<file path="src/design/remc_pkg.sv">
package remc_pkg;

    localparam int replica_num = 8;
    localparam int rand_lanes  = replica_num / 2;     // one random word per even position

    typedef logic signed [15:0] energy_t;
    typedef logic [3:0]         label_t;
    typedef logic [31:0]        rand_word_t;
    typedef logic [15:0]        accept_cnt_t;
    typedef logic [7:0]         sweep_cnt_t;
    typedef logic [$clog2(replica_num)-1:0] slot_idx_t;
    typedef logic [7:0]         axil_addr_t;
    typedef logic [31:0]        axil_data_t;

    typedef struct packed {
        label_t  label;
        energy_t energy;
    } replica_slot_t;

    typedef replica_slot_t [replica_num-1:0] slot_array_t;
    typedef rand_word_t [rand_lanes-1:0]     rand_bank_t;

    typedef enum logic [0:0] {OR1, OR2} opt_command_t;
    typedef enum logic [1:0] {NOP, SELF, PREV, FOLW} exchange_command_t;
    typedef enum logic [2:0] {IDLE, TEST, EXCH, SHIFT, DONE} ctrl_state_t;

    // action = (e_hi - e_lo) * dbeta_q >>> action_shift
    localparam int dbeta_q      = 40;
    localparam int action_shift = 8;

    // round(exp(-k/8) * 65536), entry 0 clipped
    localparam logic [15:0] exp_lut [64] = '{
        16'd65535, 16'd57835, 16'd51039, 16'd45042, 16'd39750, 16'd35079, 16'd30957, 16'd27319,
        16'd24109, 16'd21276, 16'd18776, 16'd16570, 16'd14623, 16'd12905, 16'd11388, 16'd10050,
        16'd8869,  16'd7827,  16'd6907,  16'd6096,  16'd5380,  16'd4747,  16'd4190,  16'd3697,
        16'd3263,  16'd2879,  16'd2541,  16'd2243,  16'd1979,  16'd1746,  16'd1541,  16'd1360,
        16'd1200,  16'd1059,  16'd935,   16'd825,   16'd728,   16'd642,   16'd567,   16'd500,
        16'd442,   16'd390,   16'd344,   16'd303,   16'd268,   16'd236,   16'd209,   16'd184,
        16'd162,   16'd143,   16'd127,   16'd112,   16'd99,    16'd87,    16'd77,    16'd68,
        16'd60,    16'd53,    16'd47,    16'd41,    16'd36,    16'd32,    16'd28,    16'd25
    };

    // xorshift lane seeding
    localparam rand_word_t seed_spread  = 32'h9e37_79b9;
    localparam rand_word_t seed_default = 32'h2545_f491;

    // register map, byte offsets
    localparam axil_addr_t reg_ctrl      = 8'h00;
    localparam axil_addr_t reg_status    = 8'h04;
    localparam axil_addr_t reg_seed      = 8'h08;
    localparam axil_addr_t reg_accept    = 8'h0C;
    localparam axil_addr_t reg_slot_base = 8'h40;
    localparam logic [1:0] resp_okay     = 2'b00;

endpackage

</file>
<file path="src/design/replica_exchange_test.sv">
`timescale 1ns/10ps

module replica_exchange_test
    import remc_pkg::*;
#(
    parameter int id = 0
)
(
    input  logic              clk,
    input  logic              arst_n,
    input  logic              replica_run,
    input  logic              exchange_run,
    input  opt_command_t      opt_command,
    input  rand_word_t        r_exchange,
    input  energy_t           prev_data,
    input  energy_t           self_data,
    input  energy_t           folw_data,
    input  logic              prev_exchange,     // test bit of the lower neighbour
    input  logic              folw_exchange,     // test bit of the upper neighbour
    output logic              out_exchange,
    output exchange_command_t exchange_cmd
);

    localparam bit is_odd = (id % 2) == 1;

    energy_t            lo_e;
    energy_t            hi_e;
    logic signed [16:0] diff;
    logic signed [31:0] action;
    logic [31:0]        neg_action;
    logic [5:0]         lut_idx;
    logic               accept;
    logic               test_q;

    always_comb begin
        if (opt_command == OR1) begin              // pair with lower neighbour
            lo_e = prev_data;
            hi_e = self_data;
        end else begin
            lo_e = self_data;
            hi_e = folw_data;
        end
        diff       = {hi_e[15], hi_e} - {lo_e[15], lo_e};
        action     = (32'(diff) * dbeta_q) >>> action_shift;
        neg_action = -action;
        lut_idx    = (neg_action > 32'd63) ? 6'd63 : neg_action[5:0];
        accept     = (action >= 0) || (r_exchange[31:16] < exp_lut[lut_idx]);
    end

    assign out_exchange = test_q;

    always_ff @(posedge clk or negedge arst_n) begin
        if (!arst_n) begin
            test_q       <= 1'b0;
            exchange_cmd <= NOP;
        end else begin
            if (replica_run) begin
                test_q <= accept && !is_odd;         // only even cells decide
            end
            if (!exchange_run) begin
                exchange_cmd <= NOP;
            end else if (opt_command == OR1) begin
                if (is_odd) begin
                    exchange_cmd <= (id != replica_num - 1 && folw_exchange) ? FOLW : SELF;
                end else begin
                    exchange_cmd <= (id != 0 && test_q) ? PREV : SELF;
                end
            end else begin
                if (is_odd) begin
                    exchange_cmd <= prev_exchange ? PREV : SELF;
                end else begin
                    exchange_cmd <= test_q ? FOLW : SELF;
                end
            end
        end
    end

    a_nop_outside_exch: assert property (
        @(posedge clk) disable iff (!arst_n)
        !exchange_run |=> exchange_cmd == NOP
    );

endmodule

</file>
<file path="src/design/xorshift_bank.sv">
`timescale 1ns/10ps

module xorshift_bank
    import remc_pkg::*;
(
    input  logic       clk,
    input  logic       arst_n,
    input  logic       seed_load,
    input  rand_word_t seed,
    input  logic       step,
    output rand_bank_t rand_words
);

    function automatic rand_word_t xs32_next(rand_word_t x);
        rand_word_t y;
        y = x ^ (x << 13);
        y = y ^ (y >> 17);
        y = y ^ (y << 5);
        return y;
    endfunction

    // lane k starts from seed ^ k*spread, a zero state would lock up
    function automatic rand_word_t lane_seed(rand_word_t s, int k);
        rand_word_t v;
        v = s ^ rand_word_t'(32'(k) * seed_spread);
        return (v == '0) ? 32'h1 : v;
    endfunction

    always_ff @(posedge clk or negedge arst_n) begin
        if (!arst_n) begin
            for (int k = 0; k < rand_lanes; k++) begin
                rand_words[k] <= lane_seed(seed_default, k);
            end
        end else if (seed_load) begin
            for (int k = 0; k < rand_lanes; k++) begin
                rand_words[k] <= lane_seed(seed, k);
            end
        end else if (step) begin
            for (int k = 0; k < rand_lanes; k++) begin
                rand_words[k] <= xs32_next(rand_words[k]);
            end
        end
    end

    for (genvar k = 0; k < rand_lanes; k++) begin : g_chk
        a_state_nonzero: assert property (
            @(posedge clk) disable iff (!arst_n) rand_words[k] != '0
        );
    end

endmodule

</file>
<file path="src/design/replica_chain.sv">
`timescale 1ns/10ps

module replica_chain
    import remc_pkg::*;
(
    input  logic          clk,
    input  logic          arst_n,
    input  logic          slot_we,
    input  slot_idx_t     slot_idx,
    input  replica_slot_t slot_wdata,
    input  logic          replica_run,
    input  logic          exchange_run,
    input  logic          shift,
    input  opt_command_t  opt_command,
    input  rand_bank_t    rand_words,
    output slot_array_t   slots,
    output accept_cnt_t   accept_cnt
);

    exchange_command_t       cmd [replica_num];
    logic [replica_num-1:0]  test_bit;
    slot_array_t             next_slots;
    logic [2:0]              pairs;

    for (genvar i = 0; i < replica_num; i++) begin : g_pos
        energy_t prev_e;
        energy_t folw_e;
        logic    prev_x;
        logic    folw_x;

        if (i == 0) begin : g_first              // no lower neighbour
            assign prev_e        = slots[i].energy;
            assign prev_x        = 1'b0;
            assign next_slots[i] = (cmd[i] == FOLW) ? slots[i+1] : slots[i];
        end else if (i == replica_num - 1) begin : g_last
            assign prev_e        = slots[i-1].energy;
            assign prev_x        = test_bit[i-1];
            assign next_slots[i] = (cmd[i] == PREV) ? slots[i-1] : slots[i];
        end else begin : g_mid
            assign prev_e        = slots[i-1].energy;
            assign prev_x        = test_bit[i-1];
            assign next_slots[i] = (cmd[i] == PREV) ? slots[i-1] :
                                   (cmd[i] == FOLW) ? slots[i+1] : slots[i];
        end

        if (i == replica_num - 1) begin : g_top
            assign folw_e = slots[i].energy;
            assign folw_x = 1'b0;
        end else begin : g_below
            assign folw_e = slots[i+1].energy;
            assign folw_x = test_bit[i+1];
        end

        replica_exchange_test #(.id(i)) u_test (
            .clk           (clk),
            .arst_n        (arst_n),
            .replica_run   (replica_run),
            .exchange_run  (exchange_run),
            .opt_command   (opt_command),
            .r_exchange    (rand_words[i/2]),       // lane shared by the pair
            .prev_data     (prev_e),
            .self_data     (slots[i].energy),
            .folw_data     (folw_e),
            .prev_exchange (prev_x),
            .folw_exchange (folw_x),
            .out_exchange  (test_bit[i]),
            .exchange_cmd  (cmd[i])
        );

        if (i > 0) begin : g_match
            a_prev_folw: assert property (
                @(posedge clk) disable iff (!arst_n)
                cmd[i] == PREV |-> cmd[i-1] == FOLW
            );
        end
    end

    // each accepted pair has exactly one even member
    always_comb begin
        pairs = '0;
        for (int i = 0; i < replica_num; i += 2) begin
            if (cmd[i] == PREV || cmd[i] == FOLW) begin
                pairs = pairs + 3'd1;
            end
        end
    end

    always_ff @(posedge clk or negedge arst_n) begin
        if (!arst_n) begin
            slots      <= '0;
            accept_cnt <= '0;
        end else if (shift) begin
            slots      <= next_slots;
            accept_cnt <= accept_cnt + accept_cnt_t'(pairs);
        end else if (slot_we) begin
            slots[slot_idx] <= slot_wdata;      // host write
        end
    end

endmodule

</file>
<file path="src/design/sweep_ctrl.sv">
`timescale 1ns/10ps

module sweep_ctrl
    import remc_pkg::*;
(
    input  logic         clk,
    input  logic         arst_n,
    input  logic         start,
    input  sweep_cnt_t   sweeps,
    output logic         replica_run,
    output logic         exchange_run,
    output logic         shift,
    output opt_command_t opt_command,
    output logic         busy,
    output logic         done
);

    ctrl_state_t state;
    sweep_cnt_t  remain;                        // sweeps still to finish

    assign replica_run  = (state == TEST);
    assign exchange_run = (state == EXCH);
    assign shift        = (state == SHIFT);
    assign busy         = replica_run || exchange_run || shift;
    assign done         = (state == DONE);

    always_ff @(posedge clk or negedge arst_n) begin
        if (!arst_n) begin
            state       <= IDLE;
            opt_command <= OR1;
            remain      <= '0;
        end else begin
            case (state)
                IDLE, DONE: begin
                    if (start) begin
                        opt_command <= OR1;
                        remain      <= sweeps;
                        state       <= (sweeps == '0) ? DONE : TEST;
                    end
                end
                TEST:  state <= EXCH;
                EXCH:  state <= SHIFT;
                SHIFT: begin
                    if (opt_command == OR1) begin
                        opt_command <= OR2;     // second half of the sweep
                        state       <= TEST;
                    end else begin
                        opt_command <= OR1;
                        remain      <= remain - 8'd1;
                        state       <= (remain == 8'd1) ? DONE : TEST;
                    end
                end
                default: state <= IDLE;
            endcase
        end
    end

endmodule

</file>
<file path="src/design/axil_regs.sv">
`timescale 1ns/10ps

module axil_regs
    import remc_pkg::*;
(
    input  logic          clk,
    input  logic          arst_n,
    input  axil_addr_t    awaddr,
    input  logic          awvalid,
    output logic          awready,
    input  axil_data_t    wdata,
    input  logic [3:0]    wstrb,
    input  logic          wvalid,
    output logic          wready,
    output logic [1:0]    bresp,
    output logic          bvalid,
    input  logic          bready,
    input  axil_addr_t    araddr,
    input  logic          arvalid,
    output logic          arready,
    output axil_data_t    rdata,
    output logic [1:0]    rresp,
    output logic          rvalid,
    input  logic          rready,
    output logic          start,
    output sweep_cnt_t    sweeps,
    output logic          seed_load,
    output rand_word_t    seed,
    output logic          slot_we,
    output slot_idx_t     slot_idx,
    output replica_slot_t slot_wdata,
    input  logic          busy,
    input  logic          done,
    input  slot_array_t   slots,
    input  accept_cnt_t   accept_cnt
);

    logic       wr_fire;
    logic       rd_fire;
    axil_addr_t wr_word;
    axil_addr_t rd_word;
    axil_data_t wmask;
    axil_data_t slot_merged;
    axil_data_t rd_data;
    logic       wr_ctrl;
    logic       wr_seed;

    // address and data are taken together, only with no response pending
    assign wr_fire = awvalid && wvalid && !bvalid;
    assign awready = wr_fire;
    assign wready  = wr_fire;
    assign arready = !rvalid;
    assign rd_fire = arvalid && !rvalid;
    assign bresp   = resp_okay;
    assign rresp   = resp_okay;

    assign wr_word = {awaddr[7:2], 2'b00};
    assign rd_word = {araddr[7:2], 2'b00};
    assign wmask   = {{8{wstrb[3]}}, {8{wstrb[2]}}, {8{wstrb[1]}}, {8{wstrb[0]}}};

    assign wr_ctrl  = wr_fire && (wr_word == reg_ctrl);
    assign wr_seed  = wr_fire && (wr_word == reg_seed) && !busy;
    assign start    = wr_ctrl && wstrb[0] && wdata[0];     // pulse, not stored
    assign slot_we  = wr_fire && (awaddr[7:5] == reg_slot_base[7:5]) && !busy;
    assign slot_idx = awaddr[4:2];

    // byte-lane merge with the current slot contents
    assign slot_merged = ({12'h0, slots[slot_idx]} & ~wmask) | (wdata & wmask);
    assign slot_wdata  = replica_slot_t'(slot_merged[19:0]);

    always_comb begin
        case (rd_word)
            reg_ctrl:   rd_data = {16'h0, sweeps, 8'h0};
            reg_status: rd_data = {30'h0, done, busy};
            reg_seed:   rd_data = seed;
            reg_accept: rd_data = {16'h0, accept_cnt};
            default: begin
                if (araddr[7:5] == reg_slot_base[7:5]) begin
                    rd_data = {12'h0, slots[araddr[4:2]]};
                end else begin
                    rd_data = '0;
                end
            end
        endcase
    end

    always_ff @(posedge clk or negedge arst_n) begin
        if (!arst_n) begin
            bvalid    <= 1'b0;
            rvalid    <= 1'b0;
            sweeps    <= '0;
            seed      <= seed_default;
            seed_load <= 1'b0;
        end else begin
            seed_load <= wr_seed;               // lanes load the new seed next cycle
            if (wr_fire) begin
                bvalid <= 1'b1;
            end else if (bready) begin
                bvalid <= 1'b0;
            end
            if (rd_fire) begin
                rvalid <= 1'b1;
            end else if (rready) begin
                rvalid <= 1'b0;
            end
            if (wr_ctrl && wstrb[1]) begin
                sweeps <= wdata[15:8];
            end
            if (wr_seed) begin
                seed <= (seed & ~wmask) | (wdata & wmask);
            end
        end
    end

    always_ff @(posedge clk) begin
        if (rd_fire) begin
            rdata <= rd_data;
        end
    end

endmodule

</file>
<file path="src/design/remc_top.sv">
`timescale 1ns/10ps

module remc_top
    import remc_pkg::*;
(
    input  logic       clk,
    input  logic       arst_n,
    input  axil_addr_t awaddr,
    input  logic       awvalid,
    output logic       awready,
    input  axil_data_t wdata,
    input  logic [3:0] wstrb,
    input  logic       wvalid,
    output logic       wready,
    output logic [1:0] bresp,
    output logic       bvalid,
    input  logic       bready,
    input  axil_addr_t araddr,
    input  logic       arvalid,
    output logic       arready,
    output axil_data_t rdata,
    output logic [1:0] rresp,
    output logic       rvalid,
    input  logic       rready
);

    logic          start;
    logic          seed_load;
    logic          slot_we;
    logic          busy;
    logic          done;
    logic          replica_run;
    logic          exchange_run;
    logic          shift;
    sweep_cnt_t    sweeps;
    rand_word_t    seed;
    slot_idx_t     slot_idx;
    replica_slot_t slot_wdata;
    slot_array_t   slots;
    accept_cnt_t   accept_cnt;
    opt_command_t  opt_command;
    rand_bank_t    rand_words;

    axil_regs u_regs (
        .clk, .arst_n,
        .awaddr, .awvalid, .awready, .wdata, .wstrb, .wvalid, .wready,
        .bresp, .bvalid, .bready,
        .araddr, .arvalid, .arready, .rdata, .rresp, .rvalid, .rready,
        .start, .sweeps, .seed_load, .seed,
        .slot_we, .slot_idx, .slot_wdata,
        .busy, .done, .slots, .accept_cnt
    );

    sweep_ctrl u_ctrl (
        .clk, .arst_n, .start, .sweeps,
        .replica_run, .exchange_run, .shift, .opt_command,
        .busy, .done
    );

    xorshift_bank u_rng (
        .clk, .arst_n, .seed_load, .seed,
        .step       (replica_run),          // advance after each test cycle
        .rand_words
    );

    replica_chain u_chain (
        .clk, .arst_n, .slot_we, .slot_idx, .slot_wdata,
        .replica_run, .exchange_run, .shift, .opt_command,
        .rand_words, .slots, .accept_cnt
    );

endmodule

</file>
<file path="config.mk">
export PLATFORM = sky130hd
export DESIGN_NAME = remc_top
export DESIGN_NICKNAME = d
export VERILOG_FILES = /design/src/design/remc_pkg.sv /design/src/design/replica_exchange_test.sv /design/src/design/xorshift_bank.sv /design/src/design/replica_chain.sv /design/src/design/sweep_ctrl.sv /design/src/design/axil_regs.sv /design/src/design/remc_top.sv
export SDC_FILE = /design/constraint.sdc
export NUM_CORES = 2
export LEC_CHECK = 0
export BUFFER_PORTS_ARGS = -buffer_cell sky130_fd_sc_hd__buf_2
export CAP_MARGIN = 20
export CORE_ASPECT_RATIO = 0.5
export CORE_MARGIN = 4
export CORE_UTILIZATION = 35
export DETAILED_ROUTE_END_ITERATION = 7
export MAX_ROUTING_LAYER = met4
export SETUP_SLACK_MARGIN = 0.15
export SYNTH_ARGS = -nofsm -noshare
export SYNTH_HDL_FRONTEND = slang
export SYNTH_SLANG_ARGS = --single-unit
</file>
<file path="constraint.sdc">
create_clock -name clk -period 21.1 [get_ports clk]
set_input_delay 4.22 -clock clk [delete_from_list [all_inputs] [get_ports clk]]
set_output_delay 4.22 -clock clk [all_outputs]
set_load 0.005 [all_outputs]
</file>
Word-level counts from Yosys, hierarchy flattened
Memories as Yosys holds them, arrays and structs flattened.
Cells that the tools add are included.
{"block": "op_classes", "add_sub_neg": 13, "n_mul": 4, "order_cmp": 19, "n_eq_ne": 36, "n_mux": 93, "bitwise": 25, "reduce_logical": 49}
{"cell": "20-bit two-way mux", "count": 18}
{"cell": "160-bit two-way mux", "count": 2}
{"cell": "128-bit two-way mux", "count": 2}
{"cell": "32-bit bitwise XOR", "count": 8}
{"cell": "16-bit two-way mux", "count": 15}
{"cell": "160-bit bitwise mux", "count": 1}
{"cell": "32-bit by 6-bit greater-than comparator with 1-bit output (second input constant)", "count": 4}
{"cell": "32-bit logical NOT", "count": 4}
{"cell": "32-bit two-way mux", "count": 4}
{"cell": "16-bit negation with 32-bit output", "count": 4}
{"cell": "32-bit case mux with 4 select lines", "count": 1}
{"cell": "32-bit by 15-bit bitwise XOR with 32-bit output", "count": 4}
{"cell": "20-bit binary-select mux with 3-bit select", "count": 2}
{"cell": "17-bit by 4-bit multiplier with 21-bit output (second input constant)", "count": 4}
{"cell": "16-bit by 16-bit subtractor with 17-bit output", "count": 4}
{"cell": "32-bit AND", "count": 2}
{"cell": "16-bit by 1-bit >= comparator with 1-bit output (second input constant)", "count": 4}
{"cell": "16-bit less-than comparator", "count": 4}
{"cell": "20-bit demux with 3-bit select", "count": 1}
{"cell": "2-bit two-way mux", "count": 24}
{"cell": "32-bit inverter", "count": 1}
{"cell": "32-bit bitwise OR", "count": 1}
{"cell": "2-bit == test (second input constant)", "count": 15}
{"cell": "7-bit >= comparator (second input constant)", "count": 4}
{"cell": "other kinds (37)", "count": 106}
{"block": "word_totals", "reg_bits": 411, "rom_bits": 4096, "output_inout_bits": 41, "n_memories": 4}
{"name": "(no name shown)", "words": 64, "width": 16, "read_ports": 1, "rd_clocked_by_memory_dff": 0, "wr": 0, "line_no": "replica_exchange_test.sv:47", "rtl": "accept = (action >= 0) || (r_exchange[31:16] < exp_lut[lut_idx]);"}
{"name": "(no name shown)", "words": 64, "width": 16, "read_ports": 1, "rd_clocked_by_memory_dff": 0, "wr": 0, "line_no": "replica_exchange_test.sv:47"}
{"name": "(no name shown)", "words": 64, "width": 16, "read_ports": 1, "rd_clocked_by_memory_dff": 0, "wr": 0, "line_no": "replica_exchange_test.sv:47"}
{"name": "(no name shown)", "words": 64, "width": 16, "read_ports": 1, "rd_clocked_by_memory_dff": 0, "wr": 0, "line_no": "replica_exchange_test.sv:47"}

Logic depth before layout (Yosys ltp)
{"block": "logic_depth", "depth_word": 12, "mapped_depth": 59}

By module
Synthesis repeated with hierarchy kept, for this count alone.
{"block": "hier_totals", "hier_cells": 5115, "area_unflattened_um2": 44147.3}
{"mod": "replica_chain", "instances": 1, "cells_per_inst": 1069, "area_per_inst_um2": 10063.4, "seq_area_each_um2": 4404.2}
{"mod": "replica_exchange_test (u_chain.g_pos[2].u_test ...)", "instances": 2, "cells_per_inst": 639, "area_per_inst_um2": 4604.4, "seq_area_each_um2": 75.1}
{"mod": "xorshift_bank", "instances": 1, "cells_per_inst": 853, "area_per_inst_um2": 8604.5, "seq_area_each_um2": 3286.9}
{"mod": "axil_regs", "instances": 1, "cells_per_inst": 491, "area_per_inst_um2": 5783.0, "seq_area_each_um2": 2054.5}
{"mod": "replica_exchange_test (u_chain.g_pos[6].u_test)", "instances": 1, "cells_per_inst": 674, "area_per_inst_um2": 4850.9, "seq_area_each_um2": 75.1}
{"mod": "replica_exchange_test (u_chain.g_pos[0].u_test)", "instances": 1, "cells_per_inst": 633, "area_per_inst_um2": 4511.8, "seq_area_each_um2": 75.1}
{"mod": "sweep_ctrl", "instances": 1, "cells_per_inst": 90, "area_per_inst_um2": 790.8, "seq_area_each_um2": 300.3}
{"mod": "replica_exchange_test (u_chain.g_pos[1].u_test ...)", "instances": 3, "cells_per_inst": 7, "area_per_inst_um2": 85.1, "seq_area_each_um2": 50.0}
{"mod": "replica_exchange_test (u_chain.g_pos[7].u_test)", "instances": 1, "cells_per_inst": 6, "area_per_inst_um2": 78.8, "seq_area_each_um2": 50.0}

Least setup slack after synthesis
Ideal clock, no wire load.
{"block": "synth_timing", "kind": "flip-flop to flip-flop", "start": "reg u_ctrl.opt_command", "end": "reg u_chain.g_pos[2].u_test.test_q", "setup_ns": 0.083, "t_arrival_ns": 10.639, "path_slack_ns": 10.378, "stages_incl_launch_ff": 55, "period_less_slack_ns": 10.722, "cell_sequence": "dfrtp_1 -> clkbuf_1 -> clkbuf_1 -> buf_1 -> mux2i_1 -> inv_1 -> ha_1 -> nor2b_1 -> o21ai_0 -> a21boi_0 -> o21ai_0 -> a21boi_0 -> o21ai_0 -> a21boi_0 -> o21ai_0 -> a21o_1 -> a21o_1 -> and4_1 -> (+19 left out) -> ha_1 -> clkbuf_1 -> o21ai_0 -> a21oi_1 -> o31a_1 -> ha_1 -> a21oi_1 -> nor2b_1 -> o21ai_0 -> nand2b_1 -> a21oi_1 -> nor2b_1 -> o21ai_0 -> nand2b_1 -> a21oi_1 -> o22a_1 -> o2111ai_1 -> o21ai_0"}
{"block": "synth_between", "elab_chain_len": 12, "elab_cells_between_ends": 14}
{"element": "from (decl)", "line_no": "sweep_ctrl.sv:13", "rtl": "output opt_command_t opt_command,"}
{"element": "from (signal assigned)", "line_no": "sweep_ctrl.sv:30", "rtl": "opt_command <= OR1;"}
{"element": "from (signal assigned)", "line_no": "sweep_ctrl.sv:36", "rtl": "opt_command <= OR1;"}
{"element": "from (signal assigned)", "line_no": "sweep_ctrl.sv:45", "rtl": "opt_command <= OR2;"}
{"element": "16-bit two-way mux", "line_no": "replica_exchange_test.sv:36", "rtl": "if (opt_command == OR1) begin"}
{"element": "16-bit by 16-bit subtractor with 17-bit output (*)", "line_no": "replica_exchange_test.sv:43", "rtl": "diff = {hi_e[15], hi_e} - {lo_e[15], lo_e};"}
{"element": "17-bit by 4-bit multiplier with 21-bit output (*)", "line_no": "replica_exchange_test.sv:44", "rtl": "action = (32'(diff) * dbeta_q) >>> action_shift;"}
{"element": "16-bit negation with 32-bit output", "line_no": "replica_exchange_test.sv:45", "rtl": "neg_action = -action;"}
{"element": "32-bit by 6-bit greater-than comparator with 1-bit output", "line_no": "replica_exchange_test.sv:46", "rtl": "lut_idx = (neg_action > 32'd63) ? 6'd63 : neg_action[5:0];"}
{"element": "6-bit two-way mux", "line_no": "replica_exchange_test.sv:46"}
{"element": "6-bit inverter with 7-bit output (not written as such)", "line_no": "replica_exchange_test.sv:47"}
{"element": "memory read 64 x 16 bit"}
{"element": "16-bit two-way mux (not written as such) (2 in series)", "line_no": "replica_exchange_test.sv:47"}
{"element": "16-bit less-than comparator", "line_no": "replica_exchange_test.sv:47"}
{"element": "1-bit logical OR (*)", "line_no": "replica_exchange_test.sv:47"}
{"element": "to (signal assigned)", "line_no": "replica_exchange_test.sv:58", "rtl": "test_q <= accept && !is_odd;"}
{"element": "to (decl)", "line_no": "replica_exchange_test.sv:33", "rtl": "logic test_q;"}
Every way passes the cells marked *; elsewhere a longest branch is shown, timed or not. The select of a mux whose other input is x is not followed.
A chain may end at the register's enable or synchronous reset.

Final worst setup path
{"block": "layout_timing", "start": "reg u_ctrl.opt_command", "end": "reg u_chain.g_pos[0].u_test.test_q"}
{"block": "layout_between", "elab_chain_len": 12, "elab_cells_between_ends": 13}
{"element": "16-bit two-way mux (*)"}
{"element": "16-bit by 16-bit subtractor with 17-bit output (*)", "line_no": "replica_exchange_test.sv:43"}
{"element": "17-bit by 4-bit multiplier with 21-bit output (*)", "line_no": "replica_exchange_test.sv:44"}
{"element": "16-bit negation with 32-bit output", "line_no": "replica_exchange_test.sv:45"}
{"element": "32-bit by 6-bit greater-than comparator with 1-bit output", "line_no": "replica_exchange_test.sv:46"}
{"element": "6-bit two-way mux", "line_no": "replica_exchange_test.sv:46"}
{"element": "6-bit inverter with 7-bit output (not written as such)", "line_no": "replica_exchange_test.sv:47"}
{"element": "memory read 64 x 16 bit"}
{"element": "16-bit two-way mux (not written as such) (2 in series)", "line_no": "replica_exchange_test.sv:47"}
{"element": "16-bit less-than comparator", "line_no": "replica_exchange_test.sv:47"}
{"element": "1-bit logical OR (*)", "line_no": "replica_exchange_test.sv:47"}
{"element": "to (signal assigned)", "line_no": "replica_exchange_test.sv:58"}
{"element": "to (decl)", "line_no": "replica_exchange_test.sv:33"}
Marked as above.

==> flow_summary.json <==
{
  "status": "complete, no violations",
  "drtAntennaViolNets": 0,
  "cts_max_path_buffers": 3,
  "worst_path_max_delay_cell": "buf_4",
  "h-tree-depth": 2,
  "die_area_um2": 125600,
  "fin_ws_ns": 7.608,
  "clk_pin_slew_ns": 0.07,
  "synth_ff_type": "dfrtp_1",
  "critPathArrivalTime_ns": 14.02,
  "syn_area_per_cell_um2": 8.122,
  "dr_total_vias": 40446,
  "drt-pass1-iter-count": 7,
  "drv_cap": 0,
  "via_per_inst": 6.036,
  "dp_slack_ns": 7.802,
  "hold_viol": 0,
  "fin_util": 0.3861,
  "worstSetupStartpointType": "flop",
  "core-area_um2": 118400,
  "grt_pass1_wl_um": 238500,
  "drt_iter0_markers": 4869,
  "die_y_um": 252.6,
  "synth_common_cells": "593 x nand2_1, 535 x a21oi_1, 508 x nor2_1",
  "critPathKind": "reg -> reg",
  "ctsHoldBuffers": 0,
  "cts_made_buffers": 45,
  "synth.cell_area_um2": 41880,
  "required_ns": 21.63,
  "grt_pass1_vias": 37386,
  "finalSetupTns_ns": 0,
  "overflow": 0,
  "initial_core_util": 0.3538,
  "ys_seq_area_frac": 0.2518,
  "gp_congestion": 0.9986,
  "drc": 0,
  "synth_top_cell_area_share": 0.1781,
  "synthTopCellsByArea": "dfrtp_1 18%, ha_1 8.9%, xnor2_1 6.8%",
  "r2r-start": "u_ctrl.opt_command",
  "period_needed_ns": 13.49,
  "track_usage": 0.2493,
  "cts_root_buf": "clkbuf_16",
  "relSlewSlack": 0.1965,
  "critPathLaunch": "u_ctrl.opt_command",
  "place_hpwl_um": 115600,
  "skew_ns": 0.05010,
  "grt_max_degree": 109,
  "clock-sinks": 411,
  "worst_slew_pin_slew_ns": 1.203,
  "cts_resized": 0,
  "fin_crit_sh": 0.6394,
  "cts_tree": "yes",
  "syn_inst": 5156,
  "max_freq_mhz": 74.12,
  "worst-path-max-fanout": 74,
  "fin_nets": 5424,
  "timing.hold.ws_ns": 0.4937,
  "yosys_warnings": 0,
  "synth_cell_types": 108,
  "maxSlewViolCount": 0,
  "synth_seq_cells": 411,
  "synth_edf_count": 32,
  "synth-async-reset-ratio": 0.9221,
  "rsz0062_at_grt": "no",
  "worstSetupEndpointType": "flop",
  "io_pins": 100,
  "cp_slowest_stage_delay_ns": 0.86,
  "wl_per_cell_um": 23.79,
  "syn_to_final_growth_pct": 9.134,
  "setup_viol": 0,
  "post_cts_buffers": 0,
  "port-buffer-count": 91,
  "synth_top_area_cell": "dfrtp_1",
  "clkLatencyLatePin_ns": 0.64,
  "yosysMostFrequentCell": "nand2_1",
  "drive_gt1_frac": 0.1125,
  "wirelength_um": 159400,
  "antenna_found_initial": 7,
  "min_path_type": "reg -> reg",
  "num_rows": 89,
  "die_w_um": 497.2,
  "cpMostUsedCell": "o21ai_0",
  "holdCritStartpoint": "u_chain.accept_cnt[15]"
}
-- placed cells by master, fill, tap and decap left out, types with 49 or more instances in the layout --
master,Yosys,layout
a211oi_1,49,49
a21oi_1,535,534
buf_2,11,89
buf_4,6,84
dfrtp_1,298,296
dfstp_2,81,81
ha_1,297,297
inv_1,125,125
mux2_2,102,102
mux2i_1,204,204
mux4_2,55,55
nand2_1,593,592
nand3_1,100,100
nor2_1,508,508
nor2b_1,62,61
nor3_1,89,87
o21a_1,101,101
o21ai_0,278,278
o221ai_1,69,69
xnor2_1,323,312
xor2_1,175,168
-- stage by stage --
step	instance area [um2]	std cells
6_report	45700	6701
5_1_grt	45700	6698
4_1_cts	45610	6685
3_5_place_dp	43950	6601
3_3_place_gp	43940	6599
2_1_floorplan	41890	5159
-- final timing paths --
path,end,slack (ns),cells past startpoint
min in group asynchronous,u_chain.slots[156],3.64,1
min reg2reg,u_chain.accept_cnt[15],0.49,1
min,u_chain.accept_cnt[15],0.49,1
max in group asynchronous,u_rng.rand_words[103],14.76,4
max reg2reg,u_chain.g_pos[0].u_test.out_exchange,7.61,49
max,u_chain.g_pos[0].u_test.out_exchange,7.61,49
-- registers in the layout (all words and copies together), names as in the netlist, named ones only --
name / cells
u_regs.rdata: 32
u_chain.g_pos.prev_e: 16
u_regs.bvalid: 1
u_ctrl.remain: 8
u_rng.rand_words: 128
u_chain.g_pos.folw_e: 112
u_chain.accept_cnt: 16
u_chain.slots: 32
u_chain.g_pos.u_test.exchange_cmd: 16
u_chain.g_pos.u_test.out_exchange: 4
u_regs.rvalid: 1
u_regs.seed_load: 1
u_ctrl.opt_command: 1
u_regs.sweeps: 8
u_ctrl.state: 3
-- worst max-delay path: cells and delay by family, from the launching register on --
| family | cells | cell delay [ns] |
|---|---|---|
| buf+inv | 3 | 1.94 |
| flops | 1 | 0.68 |
| compound gates | 24 | 5.70 |
| fa+ha+maj | 6 | 2.28 |
| simple gates | 15 | 2.54 |
| mux | 1 | 0.14 |
-- area by class of cell --
class	instances	area (um2)
antenna	9	22.52
fill	11911	72670
tap	1592	1992
clock inverter	28	380.4
sequential	411	10550
clock buffer	56	1270
timing repair buffer	179	1151
multi-input combinational	4296	29840
inverter	130	488.0
-- routing by layer --
layer,track usage,wire length [um],part of all wire
met5,-,0,0
met1,0.3405,69700,0.44
met3,0.05168,15720,0.099
met4,0.09179,6385,0.040
met2,0.3627,67620,0.42
-- kinds of logic after synthesis --
kind of cell,share of synthesized area
flip-flops,0.2518
other,0.00008955
adder cells (fa/ha/maj),0.09113
AO/OA/AOI/OAI,0.2291
AND/OR/NAND/NOR,0.1754
XOR/XNOR,0.1047
multiplexers,0.1061
buffers and inverters,0.04162
Power is not shown: default switching activity piles up to over one toggle a cycle in this logic, so the estimate is an artifact.
